`config.mk`:
```
export PLATFORM = sky130hd
export DESIGN_NAME = rv_core
export DESIGN_NICKNAME = d
export VERILOG_FILES = /design/src/rtl/core_uarch_pkg.sv /design/src/rtl/rv_isa_pkg.sv /design/src/rtl/rv_core.sv /design/src/rtl/branch_unit.sv /design/src/rtl/alu_unit.sv /design/src/rtl/register_file.sv /design/src/rtl/decode_issue.sv /design/src/rtl/fetch_unit.sv
export SDC_FILE = /design/constraint.sdc
export NUM_CORES = 2
export LEC_CHECK = 0
export BUFFER_PORTS_ARGS = -buffer_cell sky130_fd_sc_hd__buf_2
export CAP_MARGIN = 10
export CORE_ASPECT_RATIO = 1.75
export CORE_MARGIN = 4
export CORE_UTILIZATION = 35
export DETAILED_ROUTE_END_ITERATION = 7
export SYNTH_ARGS = -nofsm -noshare
export SYNTH_HDL_FRONTEND = slang
export SYNTH_SLANG_ARGS = --single-unit
```
`constraint.sdc`:
```
create_clock -name clk -period 5.27 [get_ports clk]
set_input_delay 0.7905 -clock clk [delete_from_list [all_inputs] [get_ports clk]]
set_output_delay 0.7905 -clock clk [all_outputs]
set_load 0.1 [all_outputs]
```
`src/rtl/core_uarch_pkg.sv`:
```
package core_uarch_pkg;

    // Operations carried by the issue register to the ALU
    typedef enum logic [3:0] {
        ALU_ADD,
        ALU_SUB,
        ALU_AND,
        ALU_OR,
        ALU_XOR,
        ALU_SLT,
        ALU_SLTU,
        ALU_SLL,
        ALU_SRL,
        ALU_SRA,
        ALU_PASS_B,  // lui
        ALU_LINK     // pc + 4 for jal and jalr
    } alu_op_t;

    // Branch unit operations
    typedef enum logic [3:0] {
        BR_NONE,
        BR_BEQ,
        BR_BNE,
        BR_BLT,
        BR_BGE,
        BR_BLTU,
        BR_BGEU,
        BR_JAL,
        BR_JALR
    } branch_op_t;

    // Operand sources in decode
    typedef enum logic {A_SEL_RS1, A_SEL_PC} op_a_sel_t;
    typedef enum logic {B_SEL_RS2, B_SEL_IMM} op_b_sel_t;

endpackage

```
`src/rtl/rv_isa_pkg.sv`:
```
package rv_isa_pkg;

    ////////////////////
    // Widths

    localparam int XLEN       = 32;
    localparam int REG_ADDR_W = 5;
    localparam int OPCODE_W   = 7;

    ////////////////////
    // Major opcodes kept by the core

    typedef enum logic [OPCODE_W-1:0] {
        OPC_OP     = 7'b0110011,
        OPC_OP_IMM = 7'b0010011,
        OPC_LUI    = 7'b0110111,
        OPC_AUIPC  = 7'b0010111,
        OPC_BRANCH = 7'b1100011,
        OPC_JAL    = 7'b1101111,
        OPC_JALR   = 7'b1100111
    } opcode_t;

    ////////////////////
    // funct3 codes

    // Register and immediate ALU group
    localparam logic [2:0] F3_ADD_SUB = 3'b000;
    localparam logic [2:0] F3_SLL     = 3'b001;
    localparam logic [2:0] F3_SLT     = 3'b010;
    localparam logic [2:0] F3_SLTU    = 3'b011;
    localparam logic [2:0] F3_XOR     = 3'b100;
    localparam logic [2:0] F3_SRL_SRA = 3'b101;
    localparam logic [2:0] F3_OR      = 3'b110;
    localparam logic [2:0] F3_AND     = 3'b111;

    // Conditional branches
    localparam logic [2:0] F3_BEQ  = 3'b000;
    localparam logic [2:0] F3_BNE  = 3'b001;
    localparam logic [2:0] F3_BLT  = 3'b100;
    localparam logic [2:0] F3_BGE  = 3'b101;
    localparam logic [2:0] F3_BLTU = 3'b110;
    localparam logic [2:0] F3_BGEU = 3'b111;

    // Instruction bit 30, selects sub and sra
    localparam int FUNCT7_ALT = 30;

    ////////////////////
    // Field positions

    localparam int RD_LSB     = 7;
    localparam int FUNCT3_LSB = 12;
    localparam int RS1_LSB    = 15;
    localparam int RS2_LSB    = 20;

endpackage
```
`src/rtl/rv_core.sv`:
```
`timescale 1ns/10ps

module rv_core
    import rv_isa_pkg::*;
    import core_uarch_pkg::*;
#(
    parameter logic [XLEN-1:0] RESET_VECTOR = '0
) (
    input  logic                  clk,
    input  logic                  arst_n,

    output logic                  imem_en,
    output logic [XLEN-1:0]       imem_addr,
    input  logic [XLEN-1:0]       imem_data,

    output logic                  retire_valid,
    output logic [XLEN-1:0]       retire_pc,
    output logic [REG_ADDR_W-1:0] retire_rd,
    output logic [XLEN-1:0]       retire_value
);

    logic                  redirect;
    logic [XLEN-1:0]       redirect_pc;
    logic                  fetch_valid;
    logic [XLEN-1:0]       fetch_pc;
    logic [XLEN-1:0]       fetch_instr;
    logic [REG_ADDR_W-1:0] rs1_addr, rs2_addr;
    logic [XLEN-1:0]       rs1_data, rs2_data;
    logic                  issue_valid;
    logic [XLEN-1:0]       issue_pc;
    logic [REG_ADDR_W-1:0] issue_rd;
    alu_op_t               issue_alu_op;
    branch_op_t            issue_br_op;
    logic [XLEN-1:0]       issue_a, issue_b, issue_imm;
    logic                  ex_valid;
    logic [REG_ADDR_W-1:0] ex_rd;
    logic [XLEN-1:0]       ex_result;
    logic                  rf_wr_en;

    // Retire record doubles as the register write port
    assign rf_wr_en = retire_valid & (retire_rd != '0);

    ////////////////////
    // Front end

    fetch_unit #(.RESET_VECTOR(RESET_VECTOR)) u_fetch (
        .clk(clk), .arst_n(arst_n),
        .redirect(redirect), .redirect_pc(redirect_pc),
        .imem_en(imem_en), .imem_addr(imem_addr), .imem_data(imem_data),
        .fetch_valid(fetch_valid), .fetch_pc(fetch_pc), .fetch_instr(fetch_instr)
    );

    decode_issue u_decode (
        .clk(clk), .arst_n(arst_n),
        .fetch_valid(fetch_valid), .fetch_pc(fetch_pc), .fetch_instr(fetch_instr),
        .redirect(redirect),
        .rs1_addr(rs1_addr), .rs2_addr(rs2_addr),
        .rs1_data(rs1_data), .rs2_data(rs2_data),
        .ex_valid(ex_valid), .ex_rd(ex_rd), .ex_result(ex_result),
        .issue_valid(issue_valid), .issue_pc(issue_pc), .issue_rd(issue_rd),
        .issue_alu_op(issue_alu_op), .issue_br_op(issue_br_op),
        .issue_a(issue_a), .issue_b(issue_b), .issue_imm(issue_imm)
    );

    register_file u_regfile (
        .clk(clk), .arst_n(arst_n),
        .rs1_addr(rs1_addr), .rs2_addr(rs2_addr),
        .rs1_data(rs1_data), .rs2_data(rs2_data),
        .wr_en(rf_wr_en), .wr_addr(retire_rd), .wr_data(retire_value)
    );

    ////////////////////
    // Execute

    alu_unit u_alu (
        .clk(clk), .arst_n(arst_n),
        .issue_valid(issue_valid), .issue_pc(issue_pc), .issue_rd(issue_rd),
        .issue_alu_op(issue_alu_op), .issue_a(issue_a), .issue_b(issue_b),
        .ex_valid(ex_valid), .ex_rd(ex_rd), .ex_result(ex_result),
        .retire_valid(retire_valid), .retire_pc(retire_pc),
        .retire_rd(retire_rd), .retire_value(retire_value)
    );

    branch_unit u_branch (
        .issue_valid(issue_valid), .issue_br_op(issue_br_op),
        .issue_a(issue_a), .issue_b(issue_b),
        .issue_pc(issue_pc), .issue_imm(issue_imm),
        .redirect(redirect), .redirect_pc(redirect_pc)
    );

endmodule

```
`src/rtl/branch_unit.sv`:
```
`timescale 1ns/10ps

module branch_unit
    import rv_isa_pkg::*;
    import core_uarch_pkg::*;
(
    input  logic            issue_valid,
    input  branch_op_t      issue_br_op,
    input  logic [XLEN-1:0] issue_a,
    input  logic [XLEN-1:0] issue_b,
    input  logic [XLEN-1:0] issue_pc,
    input  logic [XLEN-1:0] issue_imm,

    output logic            redirect,
    output logic [XLEN-1:0] redirect_pc
);

    logic            eq;
    logic            lt;
    logic            ltu;
    logic            taken;
    logic [XLEN-1:0] jalr_sum;

    ////////////////////
    // Condition

    assign eq  = (issue_a == issue_b);
    assign lt  = ($signed(issue_a) < $signed(issue_b));
    assign ltu = (issue_a < issue_b);

    always_comb begin
        case (issue_br_op)
            BR_BEQ:  taken = eq;
            BR_BNE:  taken = ~eq;
            BR_BLT:  taken = lt;
            BR_BGE:  taken = ~lt;
            BR_BLTU: taken = ltu;
            BR_BGEU: taken = ~ltu;
            BR_JAL,
            BR_JALR: taken = 1'b1;
            default: taken = 1'b0;
        endcase
    end

    ////////////////////
    // Target

    assign jalr_sum = issue_a + issue_imm;

    // jalr drops bit 0 of the sum
    assign redirect_pc = (issue_br_op == BR_JALR) ? {jalr_sum[XLEN-1:1], 1'b0}
                                                  : issue_pc + issue_imm;
    assign redirect    = issue_valid & taken;

endmodule

```
`src/rtl/alu_unit.sv`:
```
`timescale 1ns/10ps

module alu_unit
    import rv_isa_pkg::*;
    import core_uarch_pkg::*;
(
    input  logic                  clk,
    input  logic                  arst_n,

    input  logic                  issue_valid,
    input  logic [XLEN-1:0]       issue_pc,
    input  logic [REG_ADDR_W-1:0] issue_rd,
    input  alu_op_t               issue_alu_op,
    input  logic [XLEN-1:0]       issue_a,
    input  logic [XLEN-1:0]       issue_b,

    output logic                  ex_valid,
    output logic [REG_ADDR_W-1:0] ex_rd,
    output logic [XLEN-1:0]       ex_result,

    output logic                  retire_valid,
    output logic [XLEN-1:0]       retire_pc,
    output logic [REG_ADDR_W-1:0] retire_rd,
    output logic [XLEN-1:0]       retire_value
);

    logic [XLEN-1:0] alu_result;
    logic [4:0]      shamt;

    assign shamt = issue_b[4:0];

    always_comb begin
        case (issue_alu_op)
            ALU_ADD:    alu_result = issue_a + issue_b;
            ALU_SUB:    alu_result = issue_a - issue_b;
            ALU_AND:    alu_result = issue_a & issue_b;
            ALU_OR:     alu_result = issue_a | issue_b;
            ALU_XOR:    alu_result = issue_a ^ issue_b;
            ALU_SLT:    alu_result = XLEN'($signed(issue_a) < $signed(issue_b));
            ALU_SLTU:   alu_result = XLEN'(issue_a < issue_b);
            ALU_SLL:    alu_result = issue_a << shamt;
            ALU_SRL:    alu_result = issue_a >> shamt;
            ALU_SRA:    alu_result = $unsigned($signed(issue_a) >>> shamt);
            ALU_PASS_B: alu_result = issue_b;
            ALU_LINK:   alu_result = issue_pc + XLEN'(4);
            default:    alu_result = '0;
        endcase
    end

    // Execute-stage result for forwarding in decode
    assign ex_valid  = issue_valid;
    assign ex_rd     = issue_rd;
    assign ex_result = alu_result;

    ////////////////////
    // Retire register

    always_ff @(posedge clk or negedge arst_n) begin
        if (!arst_n) begin
            retire_valid <= 1'b0;
        end else begin
            retire_valid <= issue_valid;
        end
    end

    always_ff @(posedge clk) begin
        retire_pc    <= issue_pc;
        retire_rd    <= issue_rd;
        retire_value <= (issue_rd == '0) ? '0 : alu_result;
    end

endmodule

```
`src/rtl/register_file.sv`:
```
`timescale 1ns/10ps

module register_file (
    input  logic        clk,
    input  logic        arst_n,

    input  logic [4:0]  rs1_addr,
    input  logic [4:0]  rs2_addr,
    output logic [31:0] rs1_data,
    output logic [31:0] rs2_data,

    input  logic        wr_en,
    input  logic [4:0]  wr_addr,
    input  logic [31:0] wr_data
);

    // x0 has no storage
    logic [31:0] regs [1:31];

    always_ff @(posedge clk or negedge arst_n) begin
        if (!arst_n) begin
            for (int i = 1; i < 32; i++) begin
                regs[i] <= '0;
            end
        end else if (wr_en && wr_addr != '0) begin
            regs[wr_addr] <= wr_data;
        end
    end

    // Same-cycle write is visible to the reader
    assign rs1_data = (rs1_addr == '0) ? '0 :
                      (wr_en && wr_addr == rs1_addr) ? wr_data : regs[rs1_addr];
    assign rs2_data = (rs2_addr == '0) ? '0 :
                      (wr_en && wr_addr == rs2_addr) ? wr_data : regs[rs2_addr];

endmodule

```
`src/rtl/decode_issue.sv`:
```
`timescale 1ns/10ps

module decode_issue
    import rv_isa_pkg::*;
    import core_uarch_pkg::*;
(
    input  logic                  clk,
    input  logic                  arst_n,

    input  logic                  fetch_valid,
    input  logic [XLEN-1:0]       fetch_pc,
    input  logic [XLEN-1:0]       fetch_instr,
    input  logic                  redirect,

    output logic [REG_ADDR_W-1:0] rs1_addr,
    output logic [REG_ADDR_W-1:0] rs2_addr,
    input  logic [XLEN-1:0]       rs1_data,
    input  logic [XLEN-1:0]       rs2_data,

    input  logic                  ex_valid,
    input  logic [REG_ADDR_W-1:0] ex_rd,
    input  logic [XLEN-1:0]       ex_result,

    output logic                  issue_valid,
    output logic [XLEN-1:0]       issue_pc,
    output logic [REG_ADDR_W-1:0] issue_rd,
    output alu_op_t               issue_alu_op,
    output branch_op_t            issue_br_op,
    output logic [XLEN-1:0]       issue_a,
    output logic [XLEN-1:0]       issue_b,
    output logic [XLEN-1:0]       issue_imm
);

    opcode_t               opcode;
    logic [2:0]            funct3;
    logic                  alt;
    logic [REG_ADDR_W-1:0] rd_field;
    logic [XLEN-1:0]       imm_i, imm_u, imm_b, imm_j;
    logic [XLEN-1:0]       rs1_fwd, rs2_fwd;
    logic [REG_ADDR_W-1:0] dec_rd;
    alu_op_t               dec_alu_op;
    branch_op_t            dec_br_op;
    logic [XLEN-1:0]       dec_imm;
    op_a_sel_t             a_sel;
    op_b_sel_t             b_sel;

    function automatic alu_op_t alu_decode(input logic [2:0] f3, input logic sel_alt);
        case (f3)
            F3_ADD_SUB: return sel_alt ? ALU_SUB : ALU_ADD;
            F3_SLL:     return ALU_SLL;
            F3_SLT:     return ALU_SLT;
            F3_SLTU:    return ALU_SLTU;
            F3_XOR:     return ALU_XOR;
            F3_SRL_SRA: return sel_alt ? ALU_SRA : ALU_SRL;
            F3_OR:      return ALU_OR;
            default:    return ALU_AND;
        endcase
    endfunction

    ////////////////////
    // Fields and immediates

    assign opcode   = opcode_t'(fetch_instr[OPCODE_W-1:0]);
    assign funct3   = fetch_instr[FUNCT3_LSB +: 3];
    assign alt      = fetch_instr[FUNCT7_ALT];
    assign rd_field = fetch_instr[RD_LSB +: REG_ADDR_W];
    assign rs1_addr = fetch_instr[RS1_LSB +: REG_ADDR_W];
    assign rs2_addr = fetch_instr[RS2_LSB +: REG_ADDR_W];

    assign imm_i = {{20{fetch_instr[31]}}, fetch_instr[31:20]};
    assign imm_u = {fetch_instr[31:12], 12'b0};
    assign imm_b = {{19{fetch_instr[31]}}, fetch_instr[31], fetch_instr[7],
                    fetch_instr[30:25], fetch_instr[11:8], 1'b0};
    assign imm_j = {{11{fetch_instr[31]}}, fetch_instr[31], fetch_instr[19:12],
                    fetch_instr[20], fetch_instr[30:21], 1'b0};

    ////////////////////
    // Operation decode

    always_comb begin
        dec_rd     = rd_field;
        dec_alu_op = ALU_ADD;
        dec_br_op  = BR_NONE;
        dec_imm    = imm_i;
        a_sel      = A_SEL_RS1;
        b_sel      = B_SEL_RS2;
        case (opcode)
            OPC_OP: begin
                dec_alu_op = alu_decode(funct3, alt);
            end
            OPC_OP_IMM: begin
                // Bit 30 is immediate data except for srai
                dec_alu_op = alu_decode(funct3, alt && (funct3 == F3_SRL_SRA));
                b_sel      = B_SEL_IMM;
            end
            OPC_LUI: begin
                dec_alu_op = ALU_PASS_B;
                dec_imm    = imm_u;
                b_sel      = B_SEL_IMM;
            end
            OPC_AUIPC: begin
                dec_imm = imm_u;
                a_sel   = A_SEL_PC;
                b_sel   = B_SEL_IMM;
            end
            OPC_BRANCH: begin
                dec_rd  = '0;
                dec_imm = imm_b;
                case (funct3)
                    F3_BEQ:  dec_br_op = BR_BEQ;
                    F3_BNE:  dec_br_op = BR_BNE;
                    F3_BLT:  dec_br_op = BR_BLT;
                    F3_BGE:  dec_br_op = BR_BGE;
                    F3_BLTU: dec_br_op = BR_BLTU;
                    F3_BGEU: dec_br_op = BR_BGEU;
                    default: dec_br_op = BR_NONE;
                endcase
            end
            OPC_JAL: begin
                dec_alu_op = ALU_LINK;
                dec_br_op  = BR_JAL;
                dec_imm    = imm_j;
            end
            OPC_JALR: begin
                dec_alu_op = ALU_LINK;
                dec_br_op  = BR_JALR;
            end
            // Unsupported, retires as a no-op
            default: dec_rd = '0;
        endcase
    end

    ////////////////////
    // Operand forwarding

    // Execute result first; the register file covers the retire stage
    assign rs1_fwd = (ex_valid && ex_rd != '0 && ex_rd == rs1_addr) ? ex_result : rs1_data;
    assign rs2_fwd = (ex_valid && ex_rd != '0 && ex_rd == rs2_addr) ? ex_result : rs2_data;

    ////////////////////
    // Issue register

    always_ff @(posedge clk or negedge arst_n) begin
        if (!arst_n) begin
            issue_valid <= 1'b0;
        end else begin
            issue_valid <= fetch_valid & ~redirect;
        end
    end

    always_ff @(posedge clk) begin
        issue_pc     <= fetch_pc;
        issue_rd     <= dec_rd;
        issue_alu_op <= dec_alu_op;
        issue_br_op  <= dec_br_op;
        issue_imm    <= dec_imm;
        issue_a      <= (a_sel == A_SEL_PC) ? fetch_pc : rs1_fwd;
        issue_b      <= (b_sel == B_SEL_IMM) ? dec_imm : rs2_fwd;
    end

endmodule

```
`src/rtl/fetch_unit.sv`:
```
`timescale 1ns/10ps

module fetch_unit
    import rv_isa_pkg::*;
#(
    parameter logic [XLEN-1:0] RESET_VECTOR = '0
) (
    input  logic            clk,
    input  logic            arst_n,

    input  logic            redirect,
    input  logic [XLEN-1:0] redirect_pc,

    output logic            imem_en,
    output logic [XLEN-1:0] imem_addr,
    input  logic [XLEN-1:0] imem_data,

    output logic            fetch_valid,
    output logic [XLEN-1:0] fetch_pc,
    output logic [XLEN-1:0] fetch_instr
);

    logic [XLEN-1:0] pc;
    logic            fetch_active;

    ////////////////////
    // Program counter

    // Requests start one cycle after reset release
    always_ff @(posedge clk or negedge arst_n) begin
        if (!arst_n) begin
            pc           <= RESET_VECTOR;
            fetch_active <= 1'b0;
        end else begin
            fetch_active <= 1'b1;
            if (redirect) begin
                pc <= redirect_pc;
            end else if (fetch_active) begin
                pc <= pc + XLEN'(4);
            end
        end
    end

    assign imem_en   = fetch_active;
    assign imem_addr = pc;

    ////////////////////
    // Returning word

    // A redirect drops the word still in flight
    always_ff @(posedge clk or negedge arst_n) begin
        if (!arst_n) begin
            fetch_valid <= 1'b0;
        end else begin
            fetch_valid <= imem_en & ~redirect;
        end
    end

    // pc of the request, paired with the word one cycle later
    always_ff @(posedge clk) begin
        fetch_pc <= pc;
    end

    assign fetch_instr = imem_data;

endmodule

```
# After elaboration in Yosys (flattened, before gate mapping)
# Index checks and enable logic that the tools add are counted.
[word_totals] regBits=1270 inputBits=34 output_inout_bits=103
[op_classes] add_sub_neg=6 order_cmp=6 eq_ne=38 shifts=3 n_mux=34 bitwise_logic=14 n_reduce_logical=21
[op_table] cell="bitwise mux 992 bit" n=1
[op_table] cell="two-way mux 32 bit" n=16
[op_table] cell="one-hot mux 32 bit (12 select lines)" n=1
[op_table] cell="binary-select mux 32 bit (select 5 bit)" n=2
[op_table] cell="demux 32 bit (select 5 bit)" n=1
[op_table] cell="adder 32 bit" n=3
[op_table] cell="one-hot mux 31 bit (3 select lines)" n=1
[op_table] cell="adder 32 x 3 -> 32 bit (second input constant)" n=2
[op_table] cell="< comparator 32 bit" n=2
[op_table] cell="one-hot mux 4 bit (7 select lines)" n=2
[op_table] cell="AND 32 bit" n=1
[op_table] cell="== test 32 bit" n=1
[op_table] cell="== test 4 x 3 -> 1 bit (second input constant)" n=8
[op_table] cell="OR 32 bit" n=1
[op_table] cell="<< shifter 32 x 5 -> 32 bit" n=1
[op_table] cell="right shift 32 x 5 -> 32 bit" n=1
[op_table] cell=">>> shifter 32 x 5 -> 32 bit" n=1
[op_table] cell="subtractor 32 bit" n=1
[op_table] cell="XOR 32 bit" n=1
[op_table] cell="== test 7 bit (second input constant)" n=3
[op_table] cell="== test 4 bit (second input constant)" n=5
[op_table] cell="== test 5 bit" n=4
[op_table] cell=">= comparator 6 bit (second input constant)" n=3
[op_table] cell="NOT 5 -> 6 bit" n=3
[op_table] cell="24 further kinds" n=57

# Longest topological paths before layout
[depth] depth_word=8 depth_mapped=17 mapped_depth_nobuf=14

# By module
# From an unflattened synthesis, not the netlist that was laid out.
[hier_totals] hier_cells=7024 hier_area_um2=79269.8
[modules_own_cells] module="register_file" n_inst=1 cells_per_inst=3840 area_per_inst_um2=54235.8 seq_area_each_um2=24823.8
[modules_own_cells] module="alu_unit" n_inst=1 cells_per_inst=1685 area_per_inst_um2=12271.8 seq_area_each_um2=1406.3
[modules_own_cells] module="decode_issue" n_inst=1 cells_per_inst=583 area_per_inst_um2=5596.6 seq_area_each_um2=2847.7
[modules_own_cells] module="branch_unit" n_inst=1 cells_per_inst=652 area_per_inst_um2=4455.5 seq_area_each_um2=0.0
[modules_own_cells] module="fetch_unit" n_inst=1 cells_per_inst=262 area_per_inst_um2=2695.1 seq_area_each_um2=1491.4
[modules_own_cells] module="rv_core" n_inst=1 cells_per_inst=2 area_per_inst_um2=15.0 seq_area_each_um2=0.0

# Least setup slack after synthesis
# OpenSTA, ideal clock, no wires.
[synth_path] path_type="register -> register" from="reg u_decode.issue_b[2]" to="reg u_decode.issue_b[24]" t_arrival_ns=3.720 required_ns=5.155 path_slack_ns=1.435 path_stages_with_launch=16 path_buffers=4 period_less_slack_ns=3.835 cell_sequence="dfxtp_1 -> buf_2 -> clkinv_1 -> buf_1 -> clkbuf_1 -> ha_1 -> buf_4 -> a211o_1 -> a21oi_1 -> o21ba_2 -> o31a_1 -> nor2_1 -> or4_1 -> a311oi_2 -> o221ai_1 -> o21a_1"
[synth_between] elab_chain_len=4
[synth_rtl] element="start, declared" line_no="decode_issue.sv:30" rtl="output logic [XLEN-1:0] issue_b,"
[synth_rtl] element="start signal, assigned" line_no="decode_issue.sv:158" rtl="issue_b <= (b_sel == B_SEL_IMM) ? dec_imm : rs2_fwd;"
[synth_rtl] element="subtractor 32 bit (tied with other cells)" line_no="alu_unit.sv:35" rtl="ALU_SUB: alu_result = issue_a - issue_b;"
[synth_rtl] element="one-hot mux 32 bit (12 select lines) *" line_no="alu_unit.sv:33" rtl="case (issue_alu_op)"
[synth_rtl] element="two-way mux 32 bit *" line_no="decode_issue.sv:138" rtl="assign rs2_fwd = (ex_valid && ex_rd != '0 && ex_rd == rs2_addr) ? ex_result : rs2_data;"
[synth_rtl] element="two-way mux 32 bit *" line_no="decode_issue.sv:158"
# Mark *: on every way between the ends. The rest lies on a longest branch, timed or not.
# A chain may end at the register's enable or synchronous reset.

# Final worst setup path
[layout_path] from="reg u_decode.issue_a[5]" to="reg u_fetch.pc[31], in the netlist u_fetch.imem_addr[31]"
[layout_between] elab_chain_len=5
[layout_rtl] element="start, declared" line_no="decode_issue.sv:29" rtl="output logic [XLEN-1:0] issue_a,"
[layout_rtl] element="start signal, assigned" line_no="decode_issue.sv:157" rtl="issue_a <= (a_sel == A_SEL_PC) ? fetch_pc : rs1_fwd;"
[layout_rtl] element="< comparator 32 bit (tied with other cells)" line_no="branch_unit.sv:29" rtl="assign ltu = (issue_a < issue_b);"
[layout_rtl] element="NOT 1 bit (on tied branches)" line_no="branch_unit.sv:38, branch_unit.sv:34, branch_unit.sv:36"
[layout_rtl] element="one-hot mux 1 bit (7 select lines)" line_no="branch_unit.sv:32" rtl="case (issue_br_op)"
[layout_rtl] element="AND 1 bit" line_no="branch_unit.sv:53" rtl="assign redirect = issue_valid & taken;"
[layout_rtl] element="two-way mux 32 bit or nonzero test 2 bit (tied branches)"
[layout_rtl] element="end signal, assigned" line_no="fetch_unit.sv:37" rtl="pc <= redirect_pc;"
[layout_rtl] element="end signal, assigned" line_no="fetch_unit.sv:39" rtl="pc <= pc + XLEN'(4);"
[layout_rtl] element="end, declared" line_no="fetch_unit.sv:23" rtl="logic [XLEN-1:0] pc;"
# Parallel ways exist; a longest one is shown, timed or not.

==> flow_metrics.tcl <==
set metrics [dict create \
    cts_setup_buffers 0 \
    crit_path_max_fanout 13 \
    p_per_area_mw_per_mm2 296 \
    outcome "finished, final reports clean" \
    final_common_cell "mux2_2" \
    fin_area_mm2 0.0840 \
    async_flop_share_pct 80.9 \
    hold_viol 0 \
    synth-main-ff-cell "dfrtp_1" \
    wire_per_inst_um 33.9 \
    hp-class "input pin to asynchronous set/reset pin" \
    root_buffer "clkbuf_16" \
    die_h_um 621 \
    synth-compound-area-share_pct 8.51 \
    ant_nets 0 \
    yosys_warnings 0 \
    dieWidth_um 358 \
    globalRoute.totalOverflow 0 \
    clockBufferDepth 3 \
    synthesis.area_mm2 0.0751 \
    worst-r2r-setup-slack_ps 620 \
    grt_pass1_vias 57500 \
    synthTopCellsByArea "dfrtp_1 (34%), mux4_2 (19%), mux2_2 (16%)" \
    rows 224 \
    muxShareOfSynthArea_pct 37.0 \
    crit_arrival_ps 5280 \
    syn_avg_cell_area_um2 12.7 \
    place_area_mm2 0.0798 \
    synth_xor_area_share_pct 1.77 \
    core_mm2 0.213 \
    drv_slew 0 \
    cp-end-kind "flip-flop" \
    cts.sinks 1270 \
    fin_crit_sh_pct 88.2 \
    area_growth_pct 11.9 \
    synthCells 5931 \
    grtUsageMet1_pct 27.9 \
    drt_iter0_drc 4922 \
    synth_fp_nets 6135 \
    cts-hold-fix-buffers 0 \
    ctsResizeCount 0 \
    io_pins 137 \
    synth.top_cell.area_share_pct 34.3 \
    initial_utilization_pct 35.3 \
    final_cell_mix "mux2_2 (1061), dfrtp_1 (1028), mux4_2 (642)" \
    nets 6121 \
    insertion_delay_ps 800 \
    ir_drop_v 0.000551 \
    final.setup.tns_ps 0 \
    cts_tree "done" \
    p_total_w 0.0249 \
    rsz0062_at_grt "no" \
    synth-edff-count 0 \
    grt_pass1_wl_um 427000 \
    fillers 20100 \
    clk_pin_slew_ps 70 \
    grt_util_met3_pct 6.12 \
    ys_types 102 \
    max_cap_violations 0 \
    max_slew_margin_pct 8.29 \
    yosysTopAreaCell "dfrtp_1" \
    r2r_start "u_decode.issue_a[5]$_DFF_P_" \
    cts_buffers 117 \
    vias 54900 \
    via_per_inst 6.20 \
    final.setup_skew_ps 76.3 \
    tightest_slew_ps 1370 \
    min_period_ps 4650 \
    max_freq_mhz 215 \
    htreeDepth 3 \
    synthAdderAreaFrac_pct 2.87 \
    antenna_found_initial 21 \
    critPathKind "flip-flop to flip-flop" \
    r2r_end "u_fetch.imem_addr[31]$_DFFE_PN0P_" \
    finalSetupViolCount 0 \
    place.gp.congestion 1.04 \
    gr-max-usage-layer "met2" \
    synthSimpleGateAreaFrac_pct 5.63 \
    cellLeakagePower_nw 36.9 \
    grt_max_degree 132 \
    yosysSeqAreaShare_pct 40.7 \
    die-area_mm2 0.222 \
    grt_usage_pct 26.7 \
    reg2reg_depth 12 \
    io_buffer_count 136 \
    whs_ps 18.0 \
    routed_wl_um 300000 \
    start_kind "flip-flop" \
    synth-seq-cells 1270 \
    cp.required_ps 5900 \
    grtUsageMet2_pct 45.9 \
    drcViolationCount 0 \
    drive_gt1_share_pct 39.5 \
    drtPass1Iterations 6 \
    synth_top_family_by_area "multiplexers" \
    post-dp-hpwl_um 211000 \
]
through the flow:
stage               instances  worst slack [ps]  util [%]
floorplan                5931              1440         -
global placement         8619               758      37.4
detailed placement       8619               799      37.4
CTS                      8841               792      39.4
global route             8847               543      39.4
finish                   8856               624      39.5
flip-flops by register name, indices dropped and copies added, names as in the netlist, 5 cells and up:
| signal | count |
|---|---|
| u_regfile.regs | 992 |
| u_fetch.imem_addr | 32 |
| u_alu.retire_pc | 32 |
| u_decode.issue_b | 32 |
| u_decode.issue_a | 32 |
| u_alu.retire_value | 32 |
| u_alu.retire_rd | 5 |
| u_decode.issue_rd | 5 |
| u_fetch.fetch_pc | 32 |
| u_decode.issue_pc | 32 |
| u_decode.issue_imm | 32 |
area by class of cell:
type / instances / area (µm²) / area share [%]
Tap cell: 2825 / 3530 / 4.21
Timing Repair Buffer: 395 / 3130 / 3.72
Inverter: 106 / 398 / 0.473
Antenna cell: 11 / 27.5 / 0.0328
Multi-Input combinational cell: 4027 / 42200 / 50.2
Clock buffer: 176 / 3460 / 4.12
Sequential cell: 1270 / 30600 / 36.4
Clock inverter: 46 / 684 / 0.814
critical path, stage by stage (launching register included):
cell and delay [ps]:
dfxtp_1 650, ha_1 320, nand3_1 130, a211oi_1 420
o31ai_1 150, buf_4 200, a2111oi_1 1200, o21ai_0 480
a21oi_1 310, nor3_1 70, o31ai_1 330, xnor2_1 160
mux2i_1 80
cells in the mapped netlist (all sizes together) (7+ instances only):
master / instances
a211o: 8
a211oi: 33
a21boi: 10
a21o: 62
a21oi: 221
a221oi: 33
a22o: 70
a22oi: 34
a31oi: 33
and2: 24
and3: 31
buf: 170
clkbuf: 357
dfrtp: 1028
dfxtp: 242
ha: 166
inv: 103
mux2: 1063
mux2i: 127
mux4: 646
nand2: 240
nand2b: 19
nand3: 73
nand4: 20
nor2: 323
nor2b: 40
nor3: 59
nor4: 21
o2111ai: 15
o211ai: 25
o21a: 38
o21ai: 225
o21bai: 17
o221ai: 26
o22ai: 16
o31ai: 19
or2: 7
or3: 22
xnor2: 78
xor2: 74
how the worst max path moves through the flow:
stage | startpoint | to | slack (ps) | cells past startpoint
final | u_decode.issue_a[5]$_DFF_P_ | u_fetch.imem_addr[31]$_DFFE_PN0P_ | 620 | 12
after global routing | u_decode.issue_a[2]$_DFF_P_ | u_decode.issue_b[22]$_DFF_P_ | 540 | 14
after CTS | u_decode.issue_a[1]$_DFF_P_ | u_fetch.imem_addr[31]$_DFFE_PN0P_ | 790 | 12
after detailed placement | imem_data[20] | u_decode.issue_b[7]$_DFF_P_ | 800 | 9
after global placement | imem_data[20] | u_decode.issue_b[7]$_DFF_P_ | 760 | 9
after floorplan | u_decode.issue_b[2]$_DFF_P_ | u_decode.issue_b[24]$_DFF_P_ | 1440 | 15
logic make-up (layout without fill, tap and decap cells):
logic type	count (synthesis)	after routing
XOR/XNOR	152	152
flip-flops	1270	1270
AND/OR/NAND/NOR	910	910
buffers and inverters	634	723
AO/OA/AOI/OAI	958	958
multiplexers	1836	1836
adder cells (fa/ha/maj)	170	170
other	1	12
report_power, final:
part / internal, W / total, W / switching (W)
logic: 0.00120 / 0.00468 / 0.00347
registers: 0.0102 / 0.0108 / 0.000611
clock network: 0.00521 / 0.00938 / 0.00417
total: 0.0166 / 0.0249 / 0.00825
per-layer routing:
layer / vias to the layer above / wire (µm)
met3: 1020 / 20900
met4: 14 / 29800
met2: 2552 / 150000
li1: 22600 / -
met5: - / 91
met1: 28800 / 99500
(Power assumes the default switching activity.)
